### config.mk
export PLATFORM = sky130hd
export DESIGN_NAME = fetch_top
export DESIGN_NICKNAME = d
export VERILOG_FILES = /design/src/common/mem_pkg.sv /design/src/common/uart_pkg.sv /design/src/mmu/mmu_table.sv /design/src/mmu/mmu_walk.sv /design/src/hdl/program_ram.sv /design/src/hdl/fetch_ctrl.sv /design/src/uart/uart_char_queue.sv /design/src/uart/uart_tx.sv /design/src/hdl/fetch_top.sv
export SDC_FILE = /design/constraint.sdc
export NUM_CORES = 1
export LEC_CHECK = 0
export BUFFER_PORTS_ARGS = -buffer_cell sky130_fd_sc_hd__buf_2
export CAP_MARGIN = 0
export CORE_AREA = 2 2 244 342
export CTS_CLUSTER_DIAMETER = 60
export DETAILED_ROUTE_END_ITERATION = 12
export DIE_AREA = 0 0 246 344
export PLACE_DENSITY = 0.8
export RECOVER_POWER = 100
export SETUP_SLACK_MARGIN = 0.5
export SLEW_MARGIN = 20
export SYNTH_ARGS = -nofsm -noshare
export SYNTH_HDL_FRONTEND = slang
export SYNTH_SLANG_ARGS = --single-unit
### constraint.sdc
create_clock -name clk -period 8.2 [get_ports clk]
set_clock_uncertainty 0.15 [all_clocks]
set_input_delay 0.82 -clock clk [delete_from_list [all_inputs] [get_ports clk]]
set_output_delay 0.82 -clock clk [all_outputs]
set_load 0.1 [all_outputs]
### src/common/mem_pkg.sv
package mem_pkg;

  // address split: high bits pick the page/segment, low bits the word in it
  localparam int PAGE_BITS = 3;  // 8 words per page
  localparam int SEG_BITS = 4;  // 16 physical segments
  localparam int ADDR_BITS = PAGE_BITS + SEG_BITS;

  localparam int NUM_SEGS = 1 << SEG_BITS;  // mmu table entries
  localparam int RAM_WORDS = 1 << ADDR_BITS;  // program ram size

  localparam int LEN_BITS = 6;  // prog_len width, in instructions

  typedef logic [15:0] word_t;

  // logical and physical word address
  // physical is {segment, offset}, logical is {page, offset}
  typedef logic [ADDR_BITS-1:0] addr_t;

  typedef logic [SEG_BITS-1:0] seg_t;  // segment index, also used as page tag
  typedef logic [PAGE_BITS-1:0] offs_t;  // word within a page
  typedef logic [LEN_BITS-1:0] len_t;

  // fetch report characters
  localparam logic [7:0] CH_START = 8'h53;  // "S" after reset
  localparam logic [7:0] CH_DONE = 8'h44;  // "D" run complete
  localparam logic [7:0] CH_FAULT = 8'h45;  // "E" translation fault

endpackage

### src/common/uart_pkg.sv
package uart_pkg;

  typedef logic [7:0] byte_t;

  // 8N1 frame
  localparam int DATA_BITS = 8;
  localparam int STOP_BITS = 1;
  localparam int FRAME_BITS = 1 + DATA_BITS + STOP_BITS;  // start + data + stop

  // data bit state counter width
  localparam int DATA_IDX_W = $clog2(DATA_BITS);

endpackage

### src/mmu/mmu_table.sv
module mmu_table (
  input  logic           clk,
  input  logic           arst_n,
  input  logic           cfg_we,
  input  mem_pkg::seg_t  cfg_seg,   // entry to write
  input  mem_pkg::seg_t  cfg_next,  // next segment of the chain
  input  mem_pkg::seg_t  cfg_page,  // logical page held by cfg_seg
  output mem_pkg::seg_t  chain    [mem_pkg::NUM_SEGS],
  output mem_pkg::seg_t  page_tag [mem_pkg::NUM_SEGS]
);

  // chain[i] == i marks the end of a chain
  // page_tag 0 never matches a walk, page 0 is always start_seg

  always_ff @(posedge clk or negedge arst_n) begin
    if (!arst_n) begin
      for (int i = 0; i < mem_pkg::NUM_SEGS; i++) begin
        chain[i]    <= mem_pkg::seg_t'(i);  // every segment terminates
        page_tag[i] <= '0;  // empty
      end
    end else if (cfg_we) begin
      chain[cfg_seg]    <= cfg_next;
      page_tag[cfg_seg] <= cfg_page;
    end
  end

endmodule

### src/mmu/mmu_walk.sv
module mmu_walk (
  input  logic           clk,
  input  logic           arst_n,
  input  logic           xlate_req,    // one-cycle request
  input  mem_pkg::addr_t xlate_laddr,  // held by requester until done
  input  mem_pkg::seg_t  start_seg,    // first segment of the running program
  input  mem_pkg::seg_t  chain    [mem_pkg::NUM_SEGS],
  input  mem_pkg::seg_t  page_tag [mem_pkg::NUM_SEGS],
  output logic           xlate_done,
  output mem_pkg::addr_t xlate_paddr,
  output logic           xlate_fault
);

  mem_pkg::seg_t lpage;
  mem_pkg::offs_t offset;
  mem_pkg::seg_t cur_seg;  // segment under test
  logic walking;
  logic hit;
  logic dead_end;
  logic [mem_pkg::SEG_BITS:0] steps;  // segments visited so far

  assign lpage    = xlate_laddr[mem_pkg::ADDR_BITS-1:mem_pkg::PAGE_BITS];
  assign offset   = xlate_laddr[mem_pkg::PAGE_BITS-1:0];
  assign hit      = page_tag[cur_seg] == lpage;
  assign dead_end = chain[cur_seg] == cur_seg;  // self link ends the chain

  always_ff @(posedge clk or negedge arst_n) begin
    if (!arst_n) begin
      walking     <= 1'b0;
      xlate_done  <= 1'b0;
      xlate_fault <= 1'b0;
      steps       <= '0;
    end else begin
      xlate_done <= 1'b0;
      if (walking) begin
        steps <= steps + 1'b1;
        if (hit || dead_end) begin  // tag checked before the link
          walking     <= 1'b0;
          xlate_done  <= 1'b1;
          xlate_fault <= !hit;
        end
      end else if (xlate_req) begin
        walking     <= lpage != '0;
        xlate_done  <= lpage == '0;  // page 0 answers at once
        xlate_fault <= 1'b0;
        steps       <= '0;
      end
    end
  end

  always_ff @(posedge clk) begin
    if (walking) begin
      cur_seg <= chain[cur_seg];
      if (hit) xlate_paddr <= {cur_seg, offset};
    end else if (xlate_req) begin
      cur_seg     <= chain[start_seg];  // first step of the walk
      xlate_paddr <= {start_seg, offset};
    end
  end

  // a loop-free chain visits each segment at most once
  a_walk_bounded: assert property (@(posedge clk) disable iff (!arst_n)
    walking |-> steps < (mem_pkg::SEG_BITS + 1)'(mem_pkg::NUM_SEGS))
    else $error("mmu walk exceeded %0d steps, chain loops", mem_pkg::NUM_SEGS);

endmodule

### src/hdl/program_ram.sv
module program_ram (
  input  logic           clk,
  input  logic           load_we,
  input  mem_pkg::addr_t load_addr,  // physical
  input  mem_pkg::word_t load_data,
  input  logic           rd_en,
  input  mem_pkg::addr_t rd_addr,    // physical
  output mem_pkg::word_t rd_data     // valid the cycle after rd_en
);

  mem_pkg::word_t mem [mem_pkg::RAM_WORDS];

  // load port, filled before a run
  always_ff @(posedge clk) begin
    if (load_we) begin
      mem[load_addr] <= load_data;
    end
  end

  // registered read, held while rd_en is low
  always_ff @(posedge clk) begin
    if (rd_en) begin
      rd_data <= mem[rd_addr];
    end
  end

endmodule

### src/hdl/fetch_ctrl.sv
module fetch_ctrl (
  input  logic            clk,
  input  logic            arst_n,
  input  logic            start,
  input  mem_pkg::len_t   prog_len,
  input  logic            xlate_done,
  input  mem_pkg::addr_t  xlate_paddr,
  input  logic            xlate_fault,
  input  mem_pkg::word_t  rd_data,
  input  logic            full,
  output logic            busy,
  output logic            xlate_req,
  output mem_pkg::addr_t  xlate_laddr,
  output logic            rd_en,
  output mem_pkg::addr_t  rd_addr,
  output logic            push,
  output uart_pkg::byte_t push_data
);

  typedef enum logic [2:0] {S_HELLO, S_IDLE, S_XLATE, S_READ, S_REPORT, S_FINISH} state_t;

  state_t state;
  mem_pkg::len_t instr_left;  // instructions still to fetch
  logic second_word;  // operand word of the current instruction
  logic faulted;

  always_ff @(posedge clk or negedge arst_n) begin
    if (!arst_n) begin
      state       <= S_HELLO;
      busy        <= 1'b0;
      xlate_req   <= 1'b0;
      xlate_laddr <= '0;
      rd_en       <= 1'b0;
      rd_addr     <= '0;
      push        <= 1'b0;
      push_data   <= '0;
      instr_left  <= '0;
      second_word <= 1'b0;
      faulted     <= 1'b0;
    end else begin
      xlate_req <= 1'b0;  // strobes
      rd_en     <= 1'b0;
      push      <= 1'b0;
      case (state)
        S_HELLO: if (!full) begin
          push      <= 1'b1;
          push_data <= mem_pkg::CH_START;
          state     <= S_IDLE;
        end
        S_IDLE: if (start) begin  // only sampled here, so ignored while busy
          busy        <= 1'b1;
          xlate_laddr <= '0;
          instr_left  <= prog_len;
          second_word <= 1'b0;
          faulted     <= 1'b0;
          if (prog_len == '0) state <= S_FINISH;
          else begin
            xlate_req <= 1'b1;
            state     <= S_XLATE;
          end
        end
        S_XLATE: if (xlate_done) begin
          if (xlate_fault) begin
            faulted <= 1'b1;
            state   <= S_FINISH;
          end else begin
            rd_en   <= 1'b1;
            rd_addr <= xlate_paddr;
            state   <= S_READ;
          end
        end
        S_READ: begin  // ram latches the word on this edge
          if (!second_word) state <= S_REPORT;
          else begin
            second_word <= 1'b0;
            xlate_laddr <= xlate_laddr + 1'b1;
            instr_left  <= instr_left - 1'b1;
            if (instr_left == mem_pkg::len_t'(1)) state <= S_FINISH;
            else begin
              xlate_req <= 1'b1;
              state     <= S_XLATE;
            end
          end
        end
        S_REPORT: if (!full) begin  // opcode byte, then fetch the operand
          push        <= 1'b1;
          push_data   <= rd_data[15:8];
          second_word <= 1'b1;
          xlate_laddr <= xlate_laddr + 1'b1;
          xlate_req   <= 1'b1;
          state       <= S_XLATE;
        end
        S_FINISH: if (!full) begin
          push      <= 1'b1;
          push_data <= faulted ? mem_pkg::CH_FAULT : mem_pkg::CH_DONE;
          busy      <= 1'b0;
          state     <= S_IDLE;
        end
        default: state <= S_IDLE;
      endcase
    end
  end

  // queue count must never overflow
  a_no_push_full: assert property (@(posedge clk) disable iff (!arst_n) push |-> !full)
    else $error("fetch pushed into a full uart queue");

endmodule

### src/uart/uart_char_queue.sv
module uart_char_queue #(
  parameter int QUEUE_DEPTH = 8  // power of two
) (
  input  logic            clk,
  input  logic            arst_n,
  input  logic            push,
  input  uart_pkg::byte_t push_data,
  input  logic            pop,
  output logic            full,
  output logic            q_valid,
  output uart_pkg::byte_t q_data
);

  localparam int PTR_W = $clog2(QUEUE_DEPTH);

  uart_pkg::byte_t slots [QUEUE_DEPTH];
  logic [PTR_W-1:0] wr_ptr;  // wraps naturally
  logic [PTR_W-1:0] rd_ptr;
  logic [PTR_W:0] count;  // occupancy, 0..QUEUE_DEPTH
  logic wr;
  logic rd;

  assign wr      = push && !full;
  assign rd      = pop && q_valid;
  assign full    = count == (PTR_W + 1)'(QUEUE_DEPTH);
  assign q_valid = count != '0;
  assign q_data  = slots[rd_ptr];  // head byte

  always_ff @(posedge clk or negedge arst_n) begin
    if (!arst_n) begin
      wr_ptr <= '0;
      rd_ptr <= '0;
      count  <= '0;
    end else begin
      if (wr) wr_ptr <= wr_ptr + 1'b1;
      if (rd) rd_ptr <= rd_ptr + 1'b1;
      case ({wr, rd})
        2'b10:   count <= count + 1'b1;
        2'b01:   count <= count - 1'b1;
        default: count <= count;  // none, or both at once
      endcase
    end
  end

  always_ff @(posedge clk) begin
    if (wr) slots[wr_ptr] <= push_data;
  end

  a_no_pop_empty: assert property (@(posedge clk) disable iff (!arst_n) pop |-> q_valid)
    else $error("uart transmitter popped an empty queue");

endmodule

### src/uart/uart_tx.sv
module uart_tx #(
  parameter int CLKS_PER_BIT = 8
) (
  input  logic            clk,
  input  logic            arst_n,
  input  logic            q_valid,
  input  uart_pkg::byte_t q_data,
  output logic            pop,  // byte taken this cycle
  output logic            tx
);

  localparam int CNT_W = $clog2(CLKS_PER_BIT + 1);
  localparam logic [CNT_W-1:0] RELOAD = CNT_W'(CLKS_PER_BIT - 1);

  typedef enum logic [1:0] {S_IDLE, S_START, S_DATA, S_STOP} state_t;

  state_t state;
  logic [CNT_W-1:0] clk_cnt;  // clocks left in the current bit
  logic [uart_pkg::DATA_IDX_W-1:0] bit_idx;
  uart_pkg::byte_t shreg;  // lsb goes out first
  logic bit_end;

  assign bit_end = clk_cnt == '0;
  assign pop     = (state == S_IDLE) && q_valid;

  always_comb begin
    case (state)
      S_START: tx = 1'b0;
      S_DATA:  tx = shreg[0];
      default: tx = 1'b1;  // idle and stop are mark
    endcase
  end

  always_ff @(posedge clk or negedge arst_n) begin
    if (!arst_n) begin
      state   <= S_IDLE;
      clk_cnt <= '0;
      bit_idx <= '0;
    end else if (state == S_IDLE) begin
      if (q_valid) begin
        state   <= S_START;
        clk_cnt <= RELOAD;
      end
    end else if (!bit_end) begin
      clk_cnt <= clk_cnt - 1'b1;
    end else begin
      clk_cnt <= RELOAD;
      case (state)
        S_START: begin
          state   <= S_DATA;
          bit_idx <= '0;
        end
        S_DATA: begin
          if (bit_idx == uart_pkg::DATA_IDX_W'(uart_pkg::DATA_BITS - 1)) state <= S_STOP;
          else bit_idx <= bit_idx + 1'b1;
        end
        default: state <= S_IDLE;  // stop bit done
      endcase
    end
  end

  always_ff @(posedge clk) begin
    if (pop) shreg <= q_data;
    else if (state == S_DATA && bit_end) shreg <= shreg >> 1;
  end

endmodule

### src/hdl/fetch_top.sv
module fetch_top #(
  parameter int CLKS_PER_BIT = 8,
  parameter int QUEUE_DEPTH  = 8
) (
  input  logic           clk,
  input  logic           arst_n,
  input  logic           start,
  input  mem_pkg::len_t  prog_len,   // instructions
  input  mem_pkg::seg_t  start_seg,  // keep stable during a run
  input  logic           cfg_we,
  input  mem_pkg::seg_t  cfg_seg,
  input  mem_pkg::seg_t  cfg_next,
  input  mem_pkg::seg_t  cfg_page,
  input  logic           load_we,
  input  mem_pkg::addr_t load_addr,  // physical
  input  mem_pkg::word_t load_data,
  output logic           tx,
  output logic           busy
);

  mem_pkg::seg_t chain [mem_pkg::NUM_SEGS];
  mem_pkg::seg_t page_tag [mem_pkg::NUM_SEGS];
  logic xlate_req, xlate_done, xlate_fault;
  mem_pkg::addr_t xlate_laddr, xlate_paddr;
  logic rd_en;
  mem_pkg::addr_t rd_addr;
  mem_pkg::word_t rd_data;
  logic push, full, q_valid, pop;
  uart_pkg::byte_t push_data, q_data;

  mmu_table i_mmu_table (.clk, .arst_n, .cfg_we, .cfg_seg, .cfg_next, .cfg_page,
                         .chain, .page_tag);

  mmu_walk i_mmu_walk (.clk, .arst_n, .xlate_req, .xlate_laddr, .start_seg, .chain,
                       .page_tag, .xlate_done, .xlate_paddr, .xlate_fault);

  program_ram i_program_ram (.clk, .load_we, .load_addr, .load_data, .rd_en, .rd_addr,
                             .rd_data);

  fetch_ctrl i_fetch_ctrl (.clk, .arst_n, .start, .prog_len, .xlate_done, .xlate_paddr,
                           .xlate_fault, .rd_data, .full, .busy, .xlate_req, .xlate_laddr,
                           .rd_en, .rd_addr, .push, .push_data);

  uart_char_queue #(.QUEUE_DEPTH(QUEUE_DEPTH)) i_uart_char_queue (
    .clk, .arst_n, .push, .push_data, .pop, .full, .q_valid, .q_data);

  uart_tx #(.CLKS_PER_BIT(CLKS_PER_BIT)) i_uart_tx (.clk, .arst_n, .q_valid, .q_data, .pop, .tx);

endmodule

==> out/summary.txt, run 1 <==
most frequent cells in the layout: 1115 x edfxtp_1, 396 x mux4_2, 175 x nor2_1
TritonCTS Buffers: 113
worst-case hold slack: 0.0722 ns
Required @ worst endpoint: 8.47 ns
drt pass-1 iters: 8
RD Place Congestion: 0.833
leading post-synthesis cells by cell area: edfxtp_1 64%, mux4_2 17%, dfrtp_1 7.4%, mux2_2 3.4%, dfstp_2 1.6%
Crit-path slowest cell: dfrtp_1
area grow syn2layout: 9.43%
Worst Reg-to-Reg Cells: 5
total of max-cap violations: 17
cells along the critical path: buf_4, mux4_2, mux4_2, mux4_2, mux2_1
nets: 2648
family with the most delay on the worst path: flip-flops
Port Buffers: 43
Startpoint Class: flip-flop
first-pass GRT wire length: 180 mm
HPWL after DPL: 68.5 mm
Die Span X: 246 µm
Reg2Reg Setup Slack: 2.53 ns
Max Clk Rate: 176 MHz
final antenna-violating net count: 0
reg2reg end: i_program_ram.rd_data[14]
final WL: 121 mm
Core Util, Final: 70.4%
Worst-path clk slew: 0.06 ns
Worst-Margin Slew: 4.70 ns
leading area contributor after synthesis: edfxtp_1
# DRC: 0
post-route setup TNS: 0 ns
via count: 25800
most used cell, CP: mux4_2
Hold Path Class: in2async
Main synth FF type: edfxtp_1
total grt overflow: 0
fill count: 4597
Avg Cell Area, Syn: 20.7 µm²
final setup fails: 0
Worst setup EP type: flip-flop
reg-to-reg startpoint: i_fetch_ctrl.rd_addr[1]
vias in the first global route: 27200
final period utilization: 69.2%
min Tclk post-route: 5.67 ns
crit path buf inv count: 1
Setup CP Type: reg2reg
pin count of the biggest net entering global routing: 134
die height: 344 µm
IO Pins: 52
YS warnings: 0
Net Count, Synth: 2593
RSZ-0062 raised after global routing: no
post-CTS setup buffer count: 0
most common cell after layout, fill and taps aside: edfxtp_1
initial core utilization: 64.4%
Netlist Area Pre-Place: 52400 µm²
CTS tree: built
hold buffer count at CTS: 0
status: finished, violations left
initial antenna violation count: 0
layout cells sized above 1: 29.8%
register area share after synthesis: 72.9%
Hold Vio Cnt, Final: 0
Async SR Flop Fraction: 14.4%
Cells after Synth: 2529
FF+latch count, synth: 1302
core area: 81500 µm²
worst-path maximum fanout: 68
vias per cell: 6.87
clock latency on the worst-skew pair: 0.71 ns
Leakage: 0.0185 µW
Design Power: 18600 µW
WP data arrival: 5.95 ns
Root Driver: clkbuf_16
sink count of the clock tree: 1302
DRT iter0 DRCs: 3040
top cell type's share of synthesized area: 63.9%
number of flops mapped to enable cells by yosys: 1115
total die area: 84600 µm²
Ant. Diodes: 0
Clock Tree Buf Depth: 3
relative slew slack: -213%
PostCTS Resize Cnt: 0
violated checks: capacitance limit, slew limit
Distinct cells, synth: 54
drt wl/cell: 32.3 µm
CP max stage delay: 2.20 ns
Worst IR Drop VDD: 264 µV
GRT Total Usage: 29.5%
Core Rows: 124
Pwr Density: 323 nW/µm²
Slew Viols, Final: 1068
CTS HTree Levels: 3
## kinds of logic (layout without fill, tap and decap cells)
family          count (synthesis)  count (layout)  synth area share [%]
buf+inv                       157             310                  1.27
simple gates                  346             346                  2.95
mux                           590             590                  21.1
xor+xnor                       17              17                 0.284
flops                        1302            1302                  72.9
fa+ha+maj                      14              14                 0.334
compound gates                103             103                  1.20
## through the flow
stage | std cells | worst slack [ns] | cell area (µm²)
floorplan | 2529 | 4.83 | 52400
global placement | 3540 | 4.03 | 53700
detailed placement | 3540 | 3.99 | 53700
CTS | 3753 | 3.89 | 57500
global route | 3753 | 2.23 | 57400
finish | 3753 | 2.53 | 57400
## cell type report
cell class	instances	area [µm²]	share of cell area, %
inverter	18	67.6	0.118
clock buffer	137	2970	5.18
tap	1071	1340	2.34
multi-input combinational	1070	13600	23.6
clock inverter	76	798	1.39
sequential	1302	38200	66.6
timing repair buffer	79	428	0.746
## worst register-to-register path, stage by stage, from the launching register on
cell     delay, ns
dfrtp_1       2.20
buf_4         1.00
mux4_2        0.58
mux4_2        0.56
mux4_2        0.55
mux2_1        0.37
## registers in the layout, summed over array words and instances, names as in the netlist, 2 cells and up
signal                    flops
i_uart_char_queue.wr_ptr      3
i_uart_tx.clk_cnt             4
i_fetch_ctrl.xlate_laddr      7
i_uart_tx.shreg               8
i_uart_tx.state               2
i_uart_char_queue.rd_ptr      3
i_mmu_table.chain            64
i_program_ram.rd_data         8
i_program_ram.mem          1024
i_mmu_walk.xlate_paddr        7
i_fetch_ctrl.push_data        8
i_uart_char_queue.count       4
i_fetch_ctrl.instr_left       6
i_fetch_ctrl.state            3
i_mmu_table.page_tag         64
i_mmu_walk.cur_seg            4
i_fetch_ctrl.rd_addr          7
i_uart_tx.bit_idx             3
i_uart_char_queue.slots      64
## synth_stat cells (6+ instances only)
master       n
edfxtp_1  1115
mux4_2     396
nor2_1     175
mux2_2     159
dfrtp_1    155
clkbuf_1    81
nand2_1     66
o21ai_0     40
mux2i_1     35
dfstp_2     32
a21oi_1     25
buf_1       25
buf_2       21
nand3_1     21
inv_1       17
nor3_1      16
ha_1        14
nand2b_1    14
nor2b_1     14
buf_4       11
xnor2_1     10
xor2_1       7
nand3b_1     6
## worst max-delay path by stage
| stage | startpoint | to | slack [ns] | cells after the start |
|---|---|---|---|---|
| global placement | i_fetch_ctrl.rd_addr[1] | i_program_ram.rd_data[9] | 4.03 | 5 |
| floorplan | start_seg[0] | i_mmu_walk.cur_seg[2] | 4.83 | 5 |
| detailed placement | i_fetch_ctrl.rd_addr[1] | i_program_ram.rd_data[14] | 3.99 | 5 |
| global route | load_data[10] | i_program_ram.mem[34][10] | 2.23 | 2 |
| finish | i_fetch_ctrl.rd_addr[1] | i_program_ram.rd_data[14] | 2.53 | 5 |
| CTS | i_fetch_ctrl.rd_addr[1] | i_program_ram.rd_data[11] | 3.89 | 5 |
## per-layer routing
| layer | global-route usage, % | wire length [µm] |
|---|---|---|
| met3 | 4.36 | 8900 |
| met5 | 0 | 0 |
| met4 | 13.2 | 5660 |
| met1 | 37.0 | 41700 |
| met2 | 51.5 | 64900 |
## power breakdown
part	leakage, µW	internal [µW]	switching, µW	total (µW)
combinational	0.00436	2470	2390	4860
sequential	0.0123	7660	555	8210
clock	0.00185	3060	2420	5480
total	0.0185	13200	5360	18600
Power figures use the tool's default switching activity.
==> inputs of run 2 (changes only) <==
- CORE_AREA: 2 2 244 342 -> 2 2 247 347
- DIE_AREA: 0 0 246 344 -> 0 0 249 349
- PLACE_DENSITY: 0.8 -> 0.78
- clock period: 8.2 -> 5.5 ns (I/O delays scaled with it)
==> run 2 against run 1 <==
The run still ends with capacitance limit, slew limit left. Sequential share of layout area shrank 0.28 points. Sequential power up 49%. Cell count grew 0.91%. Highest routed layer unchanged.
==> out/summary.txt, run 2 (synthesized netlist as in run 1, its figures left out) <==
Setup CP Type: in2reg
total stage count of the critical path: 2 (-3)
HPWL after DPL: 67.5 mm (-1.6%)
final antenna-violating net count: 0 (unchanged)
Reg with most FFs: i_program_ram.mem
Hold Path Class: in2reg
cells along the critical path: clkbuf_1, clkbuf_2
# DRC: 0 (unchanged)
Clock Tree Buf Depth: 3 (unchanged)
vias per cell: 6.72 (-2.1%)
final setup fails: 0 (unchanged)
post-CTS setup buffer count: 0 (unchanged)
DRT iter0 DRCs: 2890 (-4.9%)
Pwr Density: 477 nW/µm² (+48%)
initial antenna violation count: 0 (unchanged)
relative slew slack: -160% (+54 points)
total die area: 86900 µm² (+2.7%)
final period utilization: 79.6%
die height: 349 µm (+1.5%)
layout cells sized above 1: 30.8% (+0.96 points)
worst-path maximum fanout: 76 (+12%)
violated checks: capacitance limit, slew limit
Gate power share: 26.2% (about the same)
Startpoint Class: input pin
CTS tree: built
Worst-Margin Slew: 3.89 ns (-0.806 ns)
vias in the first global route: 26800 (-1.7%)
Required @ worst endpoint: 5.66 ns (-2.81 ns)
max reg flops: 1024 (unchanged)
Core Util, Final: 68.8% (-1.6 points)
crit path buf inv count: 2 (+1)
post-route setup TNS: 0 ns (unchanged)
Cell Int Power: 19600 µW (+49%)
RSZ-0062 raised after global routing: no
Cell Count, Final, Fillers Out: 3787 (+0.91%)
Reg power frac: 44.5% (+0.2 points)
sink count of the clock tree: 1302 (unchanged)
pin count of the biggest net entering global routing: 183 (+37%)
Hold Vio Cnt, Final: 0 (unchanged)
nets: 2664 (+0.60%)
total grt overflow: 0 (unchanged)
Root Driver: clkbuf_16
switching power: 7890 µW (+47%)
drt pass-1 iters: 5 (-3)
Ant. Diodes: 0 (unchanged)
min Tclk post-route: 4.38 ns
first-pass GRT wire length: 174 mm (-3.7%)
Slew Viols, Final: 995 (-6.8%)
initial core utilization: 62.6% (-1.7 points)
Crit-path slowest cell: clkbuf_1
most common cell after layout, fill and taps aside: edfxtp_1
status: finished, violations left
CP max stage delay: 2.68 ns (+0.48 ns)
Worst-path clk slew: 0.07 ns (about the same)
Max Clk Rate: 228 MHz
Clk pwr share: 29.3% (-0.2 points)
Sw Ratio: 28.7% (-0.23 points)
worst hold path depth: 3
Die Span X: 249 µm (+1.2%)
clock latency on the worst-skew pair: 0.70 ns (about the same)
RD Place Congestion: 0.802 (-3.8%)
Worst Reg-to-Reg Cells: 7 (+2)
Leakage: 0.0186 µW (+0.57%)
via count: 25500 (-1.2%)
PostCTS Resize Cnt: 0 (unchanged)
final WL: 116 mm (-4.6%)
core area: 83700 µm² (+2.8%)
Worst IR Drop VDD: 410 µV (+55%)
most frequent cells in the layout: 1115 x edfxtp_1, 396 x mux4_2, 175 x nor2_1
WP data arrival: 4.54 ns (-1.41 ns)
CTS HTree Levels: 3 (unchanged)
family with the most delay on the worst path: buffers and inverters
Core Rows: 126 (+1.6%)
Inst Count DP: 3567 (+0.76%)
total of max-cap violations: 14 (-3)
area grow syn2layout: 9.90%
Port Buffers: 43 (unchanged)
IO Pins: 52 (unchanged)
TritonCTS Buffers: 114 (+0.88%)
Worst setup EP type: flip-flop
drt wl/cell: 30.5 µm (-5.5%)
GRT Total Usage: 27.3% (-2.2 points)
Design Power: 27500 µW (+48%)
-- run 2: changes by cell type in the layout (fill, tap and decap cells not counted), moves of 6 or more --
cell and delta:
clkbuf_1 -16, clkbuf_2 +8, buf_12 +7, clkinvlp_4 +7
buf_4 +6
-- run 2: area by class of cell --
class | instances | area (µm²)
tap | 1088 | 1360
inverter | 18 | 67.6
fill | 4888 | 26100
clock inverter | 78 | 716
sequential | 1302 | 38200
multi-input combinational | 1070 | 13600
clock buffer | 137 | 3050
timing repair buffer | 94 | 651
-- run 2: repair_timing --
item / in CTS / in global routing
hold buffers: 4 / 0
hold endpoints to repair: 52 / 0
endpoints found under the setup margin: 0 / 0
-- run 2: power groups by stage --
stage          clock network [µW]  registers, µW  logic [µW]
2_1_floorplan                   0          11800        5510
4_1_cts                      8150          12200        7290
3_5_place_dp                    0          12400        7190
3_3_place_gp                    0          12400        7000
5_1_grt                      8490          12300        7590
6_report                     8060          12200        7210
-- run 2: path summary, 6_finish.rpt --
| path | start | end | slack [ns] |
|---|---|---|---|
| worst max register to register | i_mmu_walk.cur_seg[2] | i_mmu_walk.xlate_paddr[6] | 1.26 |
| max in group asynchronous | arst_n | i_fetch_ctrl.rd_addr[3] | 2.02 |
| worst min register to register | i_program_ram.rd_data[11] | i_fetch_ctrl.push_data[3] | 0.34 |
| worst max-delay path | load_data[15] | i_program_ram.mem[48][15] | 1.12 |
| worst min-delay path | prog_len[4] | i_fetch_ctrl.instr_left[4] | 0.05 |
| min in group asynchronous | arst_n | i_uart_tx.bit_idx[2] | 0.11 |
-- run 2: layer usage --
metal	vias to the layer above	track usage [%]	part of all wire (%)
met3	221	3.96	7.5
met1	13500	35.7	36
met2	1281	47.4	53
met5	-	0	0
li1	10500	-	-
met4	0	9.76	3.5
-- run 2: metrics by stage --
step,hold WS (ns),worst slack (ns),instance area (µm²)
after floorplan,0.104,2.38,52400
after global placement,0.195,1.80,53900
after detailed placement,0.197,1.79,53900
after CTS,0.00414,1.76,57700
after global routing,0.0765,0.876,57600
final,0.0481,1.12,57600
-- run 2: worst register-to-register path, delay by kind of cell, from the launching register on --
family	cells	cell delay [ns]
flip-flops	1	0.53
buffers and inverters	1	1.38
AND/OR/NAND/NOR	2	0.52
multiplexers	3	1.16
XOR/XNOR	1	0.18
